--- config.mk ---
export PLATFORM = sky130hd
export DESIGN_NAME = box_filter_top
export DESIGN_NICKNAME = d
export VERILOG_FILES = /design/src/box_pkg.sv /design/src/row_sequencer.sv /design/src/scan_counter.sv /design/src/pixel_unpack.sv /design/src/window_accum.sv /design/src/sum_pack.sv /design/src/box_filter_top.sv
export SDC_FILE = /design/constraint.sdc
export NUM_CORES = 1
export LEC_CHECK = 0
export BUFFER_PORTS_ARGS = -buffer_cell sky130_fd_sc_hd__buf_2
export CORE_MARGIN = 5
export CORE_UTILIZATION = 25
export CTS_CLUSTER_SIZE = 30
export DETAILED_ROUTE_END_ITERATION = 16
export GPL_TIMING_DRIVEN = 0
export PLACE_DENSITY = 0.38
export SETUP_SLACK_MARGIN = 0.15
export SLEW_MARGIN = 40
export SYNTH_ARGS = -nofsm -noshare
export SYNTH_HDL_FRONTEND = slang
export SYNTH_SLANG_ARGS = --single-unit
--- constraint.sdc ---
create_clock -name clk -period 5 [get_ports clk]
set_clock_uncertainty 0.15 [all_clocks]
set_input_delay 0.5 -clock clk [delete_from_list [all_inputs] [get_ports clk]]
set_output_delay 0.5 -clock clk [all_outputs]
set_load 0.1 [all_outputs]
--- src/box_pkg.sv ---
package box_pkg;

  // width of one channel pixel
  localparam int PIX_W = 8;

  // cycles between start and the first row load
  // gives the frame buffer time to switch frames
  localparam int WARMUP_CYCLES = 3;

  // sequencer states, one frame per pass from IDLE back to IDLE
  typedef enum logic [2:0] {
    IDLE     = 3'd0,
    WARMUP   = 3'd1,
    ROW_LOAD = 3'd2,
    FILL     = 3'd3,
    SLIDE    = 3'd4,
    FINISH   = 3'd5,
    DONE     = 3'd6
  } seq_state_t;

endpackage

--- src/row_sequencer.sv ---
module row_sequencer #(
  parameter int COLS = 16,
  parameter int ROWS = 4,
  parameter int WIN  = 4,
  localparam int COL_W = $clog2(COLS)
) (
  input  logic             clk,
  input  logic             rst_n,
  input  logic             i_start,
  input  logic             i_warm_done,
  input  logic [COL_W-1:0] i_col,
  input  logic             i_last_row,
  output logic             o_warm_en,
  output logic             o_col_en,
  output logic             o_row_load,
  output logic             o_fill,
  output logic             o_slide,
  output logic             o_row_last_col,
  output logic             o_frame_done
);

  box_pkg::seq_state_t state;
  box_pkg::seq_state_t next_state;

  // window must fit inside one row
  if (WIN < 2 || WIN > COLS || ROWS < 1) begin : g_bad_cfg
    $error("row_sequencer: need 2 <= WIN <= COLS and ROWS >= 1");
  end

  always_ff @(posedge clk) begin
    if (!rst_n) begin
      state <= box_pkg::IDLE;
    end else begin
      state <= next_state;
    end
  end

  always_comb begin
    next_state = state;
    case (state)
      // start is only taken here, so a pulse mid-frame is dropped
      box_pkg::IDLE: begin
        if (i_start) begin
          next_state = box_pkg::WARMUP;
        end
      end
      box_pkg::WARMUP: begin
        if (i_warm_done) begin
          next_state = box_pkg::ROW_LOAD;
        end
      end
      box_pkg::ROW_LOAD: begin
        next_state = box_pkg::FILL;
      end
      // columns 0 .. WIN-2 only prime the window
      box_pkg::FILL: begin
        if (i_col == COL_W'(WIN - 2)) begin
          next_state = box_pkg::SLIDE;
        end
      end
      box_pkg::SLIDE: begin
        if (i_col == COL_W'(COLS - 1)) begin
          next_state = i_last_row ? box_pkg::FINISH : box_pkg::ROW_LOAD;
        end
      end
      box_pkg::FINISH: begin
        next_state = box_pkg::DONE;
      end
      box_pkg::DONE: begin
        next_state = box_pkg::IDLE;
      end
      default: begin
        next_state = box_pkg::IDLE;
      end
    endcase
  end

  assign o_warm_en      = (state == box_pkg::WARMUP);
  assign o_row_load     = (state == box_pkg::ROW_LOAD);
  assign o_fill         = (state == box_pkg::FILL);
  assign o_slide        = (state == box_pkg::SLIDE);
  // one read per cycle in both fill and slide
  assign o_col_en       = o_fill | o_slide;
  assign o_row_last_col = o_slide && (i_col == COL_W'(COLS - 1));
  assign o_frame_done   = (state == box_pkg::FINISH);

  a_done_in_finish : assert property (@(posedge clk) disable iff (!rst_n)
    o_frame_done |-> (state == box_pkg::FINISH) && $past(state == box_pkg::SLIDE));

  a_fill_slide_excl : assert property (@(posedge clk) disable iff (!rst_n)
    !(o_fill && o_slide));

  a_state_legal : assert property (@(posedge clk) disable iff (!rst_n)
    state inside {box_pkg::IDLE, box_pkg::WARMUP, box_pkg::ROW_LOAD, box_pkg::FILL,
                  box_pkg::SLIDE, box_pkg::FINISH, box_pkg::DONE});

endmodule

--- src/scan_counter.sv ---
module scan_counter #(
  parameter int COLS = 16,
  parameter int ROWS = 4,
  localparam int COL_W  = $clog2(COLS),
  localparam int ADDR_W = $clog2(ROWS * COLS)
) (
  input  logic              clk,
  input  logic              rst_n,
  input  logic              i_warm_en,
  input  logic              i_col_en,
  input  logic              i_row_load,
  output logic              o_warm_done,
  output logic [COL_W-1:0]  o_col,
  output logic              o_last_row,
  output logic [ADDR_W-1:0] o_rd_addr
);

  localparam int WARM_W = $clog2(box_pkg::WARMUP_CYCLES + 1);
  localparam int ROW_W  = (ROWS > 1) ? $clog2(ROWS) : 1;

  logic [WARM_W-1:0] warm_cnt;
  logic [COL_W-1:0]  col_cnt;
  logic [ROW_W-1:0]  row_cnt;
  logic              row_seen;

  // warm-up count restarts whenever the sequencer leaves WARMUP
  always_ff @(posedge clk) begin
    if (!rst_n) begin
      warm_cnt <= '0;
    end else if (i_warm_en) begin
      warm_cnt <= warm_cnt + 1'b1;
    end else begin
      warm_cnt <= '0;
    end
  end

  always_ff @(posedge clk) begin
    if (!rst_n) begin
      col_cnt <= '0;
    end else if (i_row_load) begin
      col_cnt <= '0;
    end else if (i_col_en) begin
      col_cnt <= (col_cnt == COL_W'(COLS - 1)) ? '0 : col_cnt + 1'b1;
    end
  end

  // first row load of a frame keeps row 0
  always_ff @(posedge clk) begin
    if (!rst_n) begin
      row_cnt  <= '0;
      row_seen <= 1'b0;
    end else if (i_warm_en) begin
      row_cnt  <= '0;
      row_seen <= 1'b0;
    end else if (i_row_load) begin
      row_seen <= 1'b1;
      if (row_seen) begin
        row_cnt <= row_cnt + 1'b1;
      end
    end
  end

  assign o_warm_done = (warm_cnt == WARM_W'(box_pkg::WARMUP_CYCLES - 1));
  assign o_col       = col_cnt;
  assign o_last_row  = (row_cnt == ROW_W'(ROWS - 1));
  assign o_rd_addr   = ADDR_W'(row_cnt * COLS) + ADDR_W'(col_cnt);

  a_col_range : assert property (@(posedge clk) disable iff (!rst_n)
    col_cnt <= COL_W'(COLS - 1));

endmodule

--- src/pixel_unpack.sv ---
module pixel_unpack #(
  parameter int LANES = 3
) (
  input  logic                                  clk,
  input  logic                                  rst_n,
  input  logic [LANES*box_pkg::PIX_W-1:0]       i_rd_data,
  input  logic                                  i_row_load,
  input  logic                                  i_fill,
  input  logic                                  i_slide,
  input  logic                                  i_row_last_col,
  output logic [LANES-1:0][box_pkg::PIX_W-1:0]  o_lane_pix,
  output logic                                  o_clr,
  output logic                                  o_push,
  output logic                                  o_emit,
  output logic                                  o_last
);

  // lane 0 sits in the low byte
  for (genvar g = 0; g < LANES; g++) begin : g_slice
    assign o_lane_pix[g] = i_rd_data[g*box_pkg::PIX_W +: box_pkg::PIX_W];
  end

  // strobes follow the read by one cycle, same as the buffer data
  always_ff @(posedge clk) begin
    if (!rst_n) begin
      o_clr  <= 1'b0;
      o_push <= 1'b0;
      o_emit <= 1'b0;
      o_last <= 1'b0;
    end else begin
      o_clr  <= i_row_load;
      o_push <= i_fill | i_slide;
      o_emit <= i_slide;
      o_last <= i_row_last_col;
    end
  end

endmodule

--- src/window_accum.sv ---
module window_accum #(
  parameter int WIN = 4,
  localparam int SUM_W = box_pkg::PIX_W + $clog2(WIN)
) (
  input  logic                      clk,
  input  logic                      rst_n,
  input  logic [box_pkg::PIX_W-1:0] i_pix,
  input  logic                      i_clr,
  input  logic                      i_push,
  input  logic                      i_emit,
  output logic [SUM_W-1:0]          o_sum,
  output logic                      o_sum_valid
);

  // hist[0] is the newest pixel, hist[WIN-1] the one about to leave
  logic [box_pkg::PIX_W-1:0] hist [WIN];
  logic [SUM_W-1:0]          sum;

  // cleared history reads as zero while the window is still filling,
  // so the subtract below needs no fill count
  always_ff @(posedge clk) begin
    if (i_clr) begin
      for (int i = 0; i < WIN; i++) begin
        hist[i] <= '0;
      end
    end else if (i_push) begin
      hist[0] <= i_pix;
      for (int i = 1; i < WIN; i++) begin
        hist[i] <= hist[i-1];
      end
    end
  end

  // add newest, drop oldest
  // may wrap in between, final value always fits
  always_ff @(posedge clk) begin
    if (i_clr) begin
      sum <= '0;
    end else if (i_push) begin
      sum <= sum + SUM_W'(i_pix) - SUM_W'(hist[WIN-1]);
    end
  end

  always_ff @(posedge clk) begin
    if (!rst_n) begin
      o_sum_valid <= 1'b0;
    end else begin
      o_sum_valid <= i_emit;
    end
  end

  assign o_sum = sum;

  a_emit_with_push : assert property (@(posedge clk) disable iff (!rst_n)
    i_emit |-> i_push && !i_clr);

endmodule

--- src/sum_pack.sv ---
module sum_pack #(
  parameter int LANES = 3,
  parameter int WIN   = 4,
  localparam int SUM_W = box_pkg::PIX_W + $clog2(WIN)
) (
  input  logic                        clk,
  input  logic                        rst_n,
  input  logic [LANES-1:0][SUM_W-1:0] i_lane_sum,
  input  logic [LANES-1:0]            i_lane_valid,
  input  logic                        i_last,
  output logic [LANES*SUM_W-1:0]      o_sum_data,
  output logic                        o_sum_valid,
  output logic                        o_row_end
);

  logic lanes_valid;
  logic last_q;

  assign lanes_valid = &i_lane_valid;

  // data word only moves with a valid set of sums
  always_ff @(posedge clk) begin
    if (lanes_valid) begin
      o_sum_data <= i_lane_sum;
    end
  end

  // last flag arrives with the pixel, one stage ahead of the lane sums
  always_ff @(posedge clk) begin
    if (!rst_n) begin
      last_q      <= 1'b0;
      o_sum_valid <= 1'b0;
      o_row_end   <= 1'b0;
    end else begin
      last_q      <= i_last;
      o_sum_valid <= lanes_valid;
      o_row_end   <= last_q;
    end
  end

  a_lanes_agree : assert property (@(posedge clk) disable iff (!rst_n)
    (&i_lane_valid) || !(|i_lane_valid));

endmodule

--- src/box_filter_top.sv ---
module box_filter_top #(
  parameter int COLS  = 16,
  parameter int ROWS  = 4,
  parameter int WIN   = 4,
  parameter int LANES = 3,
  localparam int SUM_W  = box_pkg::PIX_W + $clog2(WIN),
  localparam int ADDR_W = $clog2(ROWS * COLS)
) (
  input  logic                            clk,
  input  logic                            rst_n,
  input  logic                            i_start,
  input  logic [LANES*box_pkg::PIX_W-1:0] i_rd_data,
  output logic                            o_rd_en,
  output logic [ADDR_W-1:0]               o_rd_addr,
  output logic                            o_sum_valid,
  output logic [LANES*SUM_W-1:0]          o_sum_data,
  output logic                            o_row_end,
  output logic                            o_frame_done
);

  localparam int COL_W = $clog2(COLS);

  logic                                 warm_en;
  logic                                 warm_done;
  logic                                 col_en;
  logic                                 row_load;
  logic                                 fill;
  logic                                 slide;
  logic                                 row_last_col;
  logic [COL_W-1:0]                     col;
  logic                                 last_row;
  logic [LANES-1:0][box_pkg::PIX_W-1:0] lane_pix;
  logic                                 clr;
  logic                                 push;
  logic                                 emit;
  logic                                 last;
  logic [LANES-1:0][SUM_W-1:0]          lane_sum;
  logic [LANES-1:0]                     lane_valid;

  assign o_rd_en = col_en;

  row_sequencer #(.COLS(COLS), .ROWS(ROWS), .WIN(WIN)) u_seq (
    .clk(clk), .rst_n(rst_n), .i_start(i_start), .i_warm_done(warm_done),
    .i_col(col), .i_last_row(last_row), .o_warm_en(warm_en), .o_col_en(col_en),
    .o_row_load(row_load), .o_fill(fill), .o_slide(slide),
    .o_row_last_col(row_last_col), .o_frame_done(o_frame_done)
  );

  scan_counter #(.COLS(COLS), .ROWS(ROWS)) u_scan (
    .clk(clk), .rst_n(rst_n), .i_warm_en(warm_en), .i_col_en(col_en),
    .i_row_load(row_load), .o_warm_done(warm_done), .o_col(col),
    .o_last_row(last_row), .o_rd_addr(o_rd_addr)
  );

  pixel_unpack #(.LANES(LANES)) u_unpack (
    .clk(clk), .rst_n(rst_n), .i_rd_data(i_rd_data), .i_row_load(row_load),
    .i_fill(fill), .i_slide(slide), .i_row_last_col(row_last_col),
    .o_lane_pix(lane_pix), .o_clr(clr), .o_push(push), .o_emit(emit), .o_last(last)
  );

  // one accumulator per color channel
  for (genvar g = 0; g < LANES; g++) begin : g_lane
    window_accum #(.WIN(WIN)) u_accum (
      .clk(clk), .rst_n(rst_n), .i_pix(lane_pix[g]), .i_clr(clr), .i_push(push),
      .i_emit(emit), .o_sum(lane_sum[g]), .o_sum_valid(lane_valid[g])
    );
  end

  sum_pack #(.LANES(LANES), .WIN(WIN)) u_pack (
    .clk(clk), .rst_n(rst_n), .i_lane_sum(lane_sum), .i_lane_valid(lane_valid),
    .i_last(last), .o_sum_data(o_sum_data), .o_sum_valid(o_sum_valid),
    .o_row_end(o_row_end)
  );

endmodule

======== Word-level counts from Yosys, hierarchy flattened ========
Memories as Yosys holds them, arrays and structs flattened.
Cells that the tools add are included.
Widths: inputs -> output; s select.
storage, ports and cells
  bits in registers ....................... 80
  RAM bits ................................ 96
  input bits .............................. 27
  output and inout bits ................... 40
  logic and storage cells ................. 88
  memories ................................ 3
memory list
  name                    depth  bits a word  rd ports  clocked after Yosys merged registers in  write ports  RTL line            source
  g_lane[0].u_accum.hist  4      8            4         0                                        4            window_accum.sv:16  logic [box_pkg::PIX_W-1:0] hist [WIN];
  g_lane[1].u_accum.hist  4      8            4         0                                        4            window_accum.sv:16
  g_lane[2].u_accum.hist  4      8            4         0                                        4            window_accum.sv:16
cells by class
  $add $sub $neg .......................... 10
  eq/ne operators ......................... 13
  multiplexer cells ....................... 24
  bitwise operators ....................... 14
  reduce and logical (&&, ||, !) cells .... 7
operators by type and width
  kind                 number
  $mux 8               12
  $add 10x8->10        3
  $sub 10x8->10        3
  $pmux 3 s6           1
  $mux 3               5
  $or 1x1->1           13
  $add 6x4->6          1
  $eq 3x2->1 const B   2
  $eq 3x3->1 const B   2
  $ne 2x2->1 const B   3
  $mux 1               5
  $add 2x1->2 const B  2
  $add 4x1->4 const B  1
  $eq 2x2->1 const B   2
  $eq 4x2->1 const B   1
  $eq 4x4->1 const B   1
  $mux 4               1
  $reduce_and 2->1     2
  $reduce_and 4->1     1
  $reduce_or 2->1      2
  $eq 3x1->1 const B   1
  $logic_not 3->1      1
  $ne 2x1->1 const B   1
  $logic_and 1x1->1    1
  $not 1->1            1

======== Longest topological paths before layout ========
Gate-level depths: netlist of the first run.
  depth after elaboration ................. 4
  gate-level depth with buffers ........... 11
  mapped depth without buffers ............ 11

======== By module ========
Synthesis of the first run repeated with hierarchy kept, for this count alone.
unflattened totals
  cells, all modules ...................... 758
  area, all modules ....................... 8828.5 um^2
modules (own cells, without submodules)
  module                                 instances  cells an instance  area each (um^2)  seq. area each (um^2)
  window_accum at g_lane[0].u_accum ...  2          203                2288.4            1181.1
  window_accum at g_lane[2].u_accum      1          203                2303.5            1181.1
  sum_pack                               1          37                 991.0             960.9
  scan_counter                           1          45                 400.4             180.2
  pixel_unpack                           1          32                 286.5             80.1
  row_sequencer                          1          35                 270.3             60.1

======== Worst setup path before layout of the first run ========
Ideal clock, no wire load.
  path type ............................... register to register
  start ................................... reg u_unpack.o_push
  end ..................................... mem g_lane[0].u_accum.hist[0][0] (netlist bit), enable pin
  setup time .............................. 906 ps
  arrival ................................. 2715 ps
  required time ........................... 3944 ps
  path slack .............................. 1228 ps
  cell stages (with the launch flop) ...... 6
  buffers on the path ..................... 3
  period minus slack after synthesis ...... 3772 ps
  path through ............................ dfxtp_1 > buf_2 > clkinv_1 > clkbuf_1 > clkbuf_1 > nand2_1
RTL lines
  element                   RTL line            source
  start: declaration        pixel_unpack.sv:13  output logic o_push,
  start signal: assignment  pixel_unpack.sv:32  o_push <= i_fill | i_slide;
  end: declaration          window_accum.sv:16

==> results.yml, run 1 <==
power_and_ir_drop:
  vdd_drop_max_uv: 230
  power.density_mw_per_mm2: 396
  finalPower_w: 0.00403
  leakage_nw: 4.31
synth:
  synth-xor-area-share_pct: 0
  yosys_warnings: 0
  synth-compound-area-share_pct: 10.1
  ys_types: 55
  synth_area_leader_cell: "edfxtp_1"
  netlist.area_leader.share_pct: 44.2
  synth_seq_cells: 176
  synth_area_leaders: "edfxtp_1 (44%), dfxtp_1 (12%), and3_1 (6.4%), fa_1 (5.6%), ha_1 (5.0%)"
  synthArstFlopShare_pct: 0
  synth_nets: 848
  yosysMostFrequentCell: "edfxtp_1"
  synth_top_family_by_area: "simple AND/OR/NAND/NOR gates"
  synthCells: 763
  synth_fa_ha_area_share_pct: 10.6
  synthSimpleGateAreaFrac_pct: 15.4
  synth_edf_count: 126
  syn_avg_cell_area_um2: 11.2
  netlist_area_mm2: 0.00856
  synth_commonest_cells: "edfxtp_1 (126), inv_1 (112), and3_1 (88)"
  ys_seq_area_share_pct: 55.9
  ys.flop_type: "edfxtp_1"
  synth_mux_area_share_pct: 1.21
timing:
  post-route-min-period_ns: 3.11
  finalHoldViolations: 0
  finalMaxSlewViolations: 0
  finalSetupTns_ns: 0
  relSlewSlack_pct: 46.4
  rsz0062_at_grt: "no"
  fmax_mhz: 321
  fin_ws_ns: 1.89
  finalSetupViolCount: 0
  timing.final.crit_share_pct: 62.2
  tightest_slew_ns: 0.804
placed_design:
  dpl_cell_area_mm2: 0.00953
  post-place-cells: 1280
  dpl.hpwl_mm: 16.6
  place_congestion: 0.755
  dp_slack_ns: 1.78
  port_buffers: 66
floorplan:
  initial_core_util_pct: 25.4
  ios: 67
  rows: 67
  die_h_um: 195
  dieWidth_um: 195
  fp.dieArea_mm2: 0.0381
  coreArea_mm2: 0.0337
worst_setup_path:
  start_kind: "flip-flop"
  crit_chain: "buf_2 -> clkinv_1 -> clkbuf_1 -> clkbuf_1 -> nand2_4 -> buf_12"
  crit_fanout: 39
  crit_type: "reg2reg"
  cp_common_cell: "clkbuf_1"
  cpLargestDelayFamily: "buffers and inverters"
  critPathSlowestCell: "clkbuf_1"
  cpPeakStageDelay_ns: 0.67
  crit_arrival_ns: 3.13
  critPathBufInv: 5
  end_kind: "flip-flop"
  required_ns: 5.02
cells_and_area:
  layout-drive-gt1-share_pct: 13.8
  antenna_cells: 0
  syn_to_final_growth_pct: 18.7
  final-instance-count-excl-fill: 1312
  final_area_mm2: 0.0102
  fin_nets: 936
clock_network:
  cts_sinks: 176
  cts_buffer_depth: 2
  insertion_delay_ns: 0.45
  cts_setup_buffers: 0
  clk_pin_slew_worst_paths_ns: 0.07
  cts_tree: "yes"
  cts_hold_buf: 0
  cts_max_level: 4
  cts_resized: 0
  cts_root_buf: "clkbuf_16"
  cts_buffers: 17
detailed_routing:
  drt_iter0_markers: 283
  via_per_inst: 4.50
  ant_nets: 0
  num_vias: 5904
  drt-pass1-iter-count: 5
  wl_mm: 23.4
  post_drt_wl_per_cell_um: 17.8
  drc: 0
global_route:
  grt_pass1_vias: 6092
  overflow: 0
  grt_max_degree: 40
  grt_first_pass_wirelength_mm: 36.8
  antenna_found_initial: 0
  grt_usage_pct: 12.6
status:
  outcome: "finished clean"
hold_path:
  hold_class: "in2reg"
flow_run:
  cap_violations: 0
==> cell type report <==
type / instances / area, um^2
Clock inverter: 11 / 180
Tap cell: 448 / 561
Clock buffer: 21 / 460
Buffer: 41 / 166
Sequential cell: 176 / 4790
Inverter: 113 / 424
Multi-Input combinational cell: 433 / 3200
Timing Repair Buffer: 69 / 390
Fill cell: 3555 / 23500
==> cell families (layout without fill, tap and decap cells) <==
logic type | Yosys count | after routing
adders and majority gates | 58 | 58
AOI/OAI and AO/OA | 123 | 123
buffers and inverters | 154 | 255
and+or+nand+nor | 242 | 242
muxes | 10 | 10
DFF | 176 | 176
==> stage by stage <==
stage	utilization, %	hold WS, ns
floorplan	-	0.241
global placement	28.1	0.254
detailed placement	28.3	0.255
CTS	30.2	0.212
global route	30.2	0.225
finish	30.2	0.227
==> registers in the layout (all words and copies together), names as in the netlist <==
| signal | flops |
|---|---|
| g_lane.u_accum.hist | 96 |
| g_lane.u_accum.o_sum | 30 |
| u_pack.o_sum_data | 30 |
| u_scan.o_col | 4 |
| u_seq.state | 3 |
| u_scan.row_cnt | 2 |
| u_scan.warm_cnt | 2 |
| g_lane.u_accum.o_sum_valid | 1 |
| u_pack.last_q | 1 |
| u_pack.o_row_end | 1 |
| u_pack.o_sum_valid | 1 |
| u_scan.row_seen | 1 |
| u_unpack.o_clr | 1 |
| u_unpack.o_emit | 1 |
| u_unpack.o_last | 1 |
| u_unpack.o_push | 1 |
==> placed cells by master, fill, tap and decap left out, types with 5 or more instances in the layout <==
master     count
edfxtp_1     126
inv_1        112
and3_1        88
buf_2         73
dfxtp_1       49
nor2_1        41
nor3_1        36
ha_1          34
clkbuf_1      30
a21oi_1       29
fa_1          24
nand2_1       19
nand3_1       18
clkbuf_16     17
a211oi_1      15
o21ai_0       13
a21o_1        12
a31oi_1        9
nand4_1        9
nor2b_1        8
and2_1         7
mux2i_1        7
o21a_1         6
a2111oi_0      6
buf_1          5
nand3b_1       5
==> final timing paths <==
path	slack, ns	cells past startpoint	end	from
max	1.89	6	g_lane[1].u_accum.hist[0][10]	u_unpack.o_push
min	0.23	3	u_scan.warm_cnt[1]	rst_n
max reg2reg	1.89	6	g_lane[1].u_accum.hist[0][10]	u_unpack.o_push
min reg2reg	0.26	1	u_scan.warm_cnt[0]	u_scan.warm_cnt[0]
==> worst register-to-register path, stage by stage (launching register included) <==
cell and delay (ns):
dfxtp_1 0.30, buf_2 0.19, clkinv_1 0.21, clkbuf_1 0.49, clkbuf_1 0.67, nand2_4 0.46
buf_12 0.33
==> report_power, final <==
group,internal (W),total [W],switching (W)
clock,0.000871,0.00148,0.000605
combinational,0.000344,0.000846,0.000502
sequential,0.00163,0.00170,0.0000730
total,0.00285,0.00403,0.00118
==> layer usage <==
metal / global-route usage, % / up-vias / routed length (um)
li1: - / 2894 / -
met4: 3.72 / 0 / 248
met1: 18.2 / 2915 / 12000
met5: 0 / - / 0
met2: 19.3 / 79 / 10600
met3: 2.19 / 16 / 476
Note: power is estimated with default switching activity, not from simulation.
==> run 2: changes to the inputs <==
--- a/config.mk
+++ b/config.mk
@@ -11,7 +11,7 @@
 export CTS_CLUSTER_SIZE = 30
 export DETAILED_ROUTE_END_ITERATION = 16
 export GPL_TIMING_DRIVEN = 0
-export PLACE_DENSITY = 0.38
+export PLACE_DENSITY = 0.39
 export SETUP_SLACK_MARGIN = 0.15
 export SLEW_MARGIN = 40
 export SYNTH_ARGS = -nofsm -noshare
==> constraint.sdc (replaced) <==
create_clock -name clk -period 2.8 [get_ports clk]
set_clock_uncertainty 0.15 [all_clocks]
set_input_delay 0.28 -clock clk [delete_from_list [all_inputs] [get_ports clk]]
set_output_delay 0.28 -clock clk [all_outputs]
set_load 0.1 [all_outputs]
==> results.yml, run 2 (synthesis gave the netlist of run 1 again) <==
status:
  outcome: "finished clean"
worst_setup_path:
  crit_type: "reg2reg"
  start_kind: "flip-flop"
  end_kind: "flip-flop"
  crit_arrival_ns: 2.81
  required_ns: 2.97
  crit_fanout: 2
detailed_routing:
  drc: 0
  via_per_inst: 4.53
  num_vias: 5961
  drt_iter0_markers: 309
  post_drt_wl_per_cell_um: 17.6
  drt-pass1-iter-count: 5
  wl_mm: 23.1
  ant_nets: 0
cells_and_area:
  mostFrequentLayoutCells: "edfxtp_1 (126), inv_1 (112), and3_1 (88), buf_2 (74), nor2_1 (40)"
  top_register: "g_lane.u_accum.hist"
  antenna_cells: 0
  fin_nets: 940
  layout-drive-gt1-share_pct: 21.3
  layout_commonest_cell: "edfxtp_1"
  fillers: 3558
  syn_to_final_growth_pct: 21.6
  largest_register_ffs: 96
timing:
  finalSetupTns_ns: 0
  whs_ns: 0.0956
  tightest_slew_ns: 0.782
  post-route-min-period_ns: 2.64
  relSlewSlack_pct: 47.9
  rsz0062_at_grt: "yes"
  timing.final.crit_share_pct: 94.2
  finalMaxSlewViolations: 0
  fmax_mhz: 379
  finalSetupViolCount: 0
  finalHoldViolations: 0
clock_network:
  cts_tree: "yes"
  insertion_delay_ns: 0.43
  cts_max_level: 4
  cts_root_buf: "clkbuf_16"
  cts_sinks: 176
  cts_buffers: 17
  cts_buffer_depth: 2
  clk_pin_slew_worst_paths_ns: 0.08
power_and_ir_drop:
  vdd_drop_max_uv: 421
  cellInternalPower_w: 0.00502
  p_clk_share_pct: 33.4
  switching_share_pct: 31.3
  p_sw_w: 0.00228
  leakage_nw: 4.34
  power.density_mw_per_mm2: 701
  power_frac_seq_pct: 41.7
  comb_power_share_pct: 24.9
global_route:
  grt_first_pass_wirelength_mm: 36.2
  grt_max_degree: 49
  grt_pass1_vias: 6050
  overflow: 0
  antenna_found_initial: 0
  grt_usage_pct: 12.2
floorplan:
  initial_core_util_pct: 25.4
  coreArea_mm2: 0.0337
  ios: 67
  dieWidth_um: 195
  rows: 67
  fp.dieArea_mm2: 0.0381
  die_h_um: 195
placed_design:
  port_buffers: 66
  dpl.hpwl_mm: 16.1
  place_congestion: 0.774
flow_run:
  cap_violations: 0
hold_path:
  hold_class: "in2reg"
run 2: final timing paths:
check / depth (start not counted) / from / slack (ns) / end
hold / removal: 3 / i_rd_data[17] / 0.1 / g_lane[2].u_accum.hist[0][1]
hold reg to reg: 1 / u_scan.warm_cnt[0] / 0.27 / u_scan.warm_cnt[0]
setup / recovery: 8 / g_lane[0].u_accum.hist[3][1] / 0.16 / g_lane[0].u_accum.o_sum[5]
setup reg to reg: 8 / g_lane[0].u_accum.hist[3][1] / 0.16 / g_lane[0].u_accum.o_sum[5]
run 2: power by group through the flow:
stage | Combinational [W] | Sequential (W) | Clock, W
6_report | 0.00182 | 0.00304 | 0.00244
5_1_grt | 0.00207 | 0.00307 | 0.00262
4_1_cts | 0.00165 | 0.00305 | 0.00253
3_5_place_dp | 0.00151 | 0.00310 | 0
3_3_place_gp | 0.00150 | 0.00310 | 0
2_1_floorplan | 0.00117 | 0.00304 | 0
run 2: layout make-up:
type                            count  area [um^2]  area share [%]
Inverter                          113          424            4.07
Clock inverter                     14          145            1.39
Multi-Input combinational cell    434         3470            33.3
Timing Repair Buffer               72          378            3.63
Clock buffer                       18          450            4.32
Tap cell                          448          561            5.38
Sequential cell                   176         4810            46.2
Buffer                             41          181            1.74
run 2: timing repair:
item | in CTS | in global routing
gates cloned | 1 | 0
endpoints found under the setup margin | 107 | 125
hold buffers | 1 | 0
hold endpoints to repair | 9 | 0
buffers inserted | 4 | 1
gates resized for setup | 35 | 48
pin swaps | 16 | 21
run 2: layer usage:
layer  up-vias  share of wire [%]  track usage [%]
li1       2919                  -                -
met1      2931                 49             17.1
met2        96                 47             19.9
met3        15                2.5             2.21
met4         0                1.2             2.95
met5         -                  0                0
run 2: stage by stage:
step | utilization, % | setup WS [ns] | instance area, um^2 | power, W | instances
2_1_floorplan | - | 0.288 | 8570 | 0.00420 | 763
3_3_place_gp | 28.1 | -0.711 | 9460 | 0.00460 | 1277
3_5_place_dp | 28.1 | -0.427 | 9480 | 0.00461 | 1277
4_1_cts | 30.4 | 0.0951 | 10200 | 0.00723 | 1315
5_1_grt | 30.9 | 0.0243 | 10400 | 0.00776 | 1316
6_report | 30.9 | 0.164 | 10400 | 0.00731 | 1316
run 2: critical path, stage by stage (launching register included):
cell and delay [ns]:
edfxtp_1 0.40, fa_1 0.57, inv_1 0.09, ha_4 0.25, a211oi_2 0.24, o21bai_1 0.15, a21o_1 0.21, nor4b_1 0.14
a311o_1 0.33
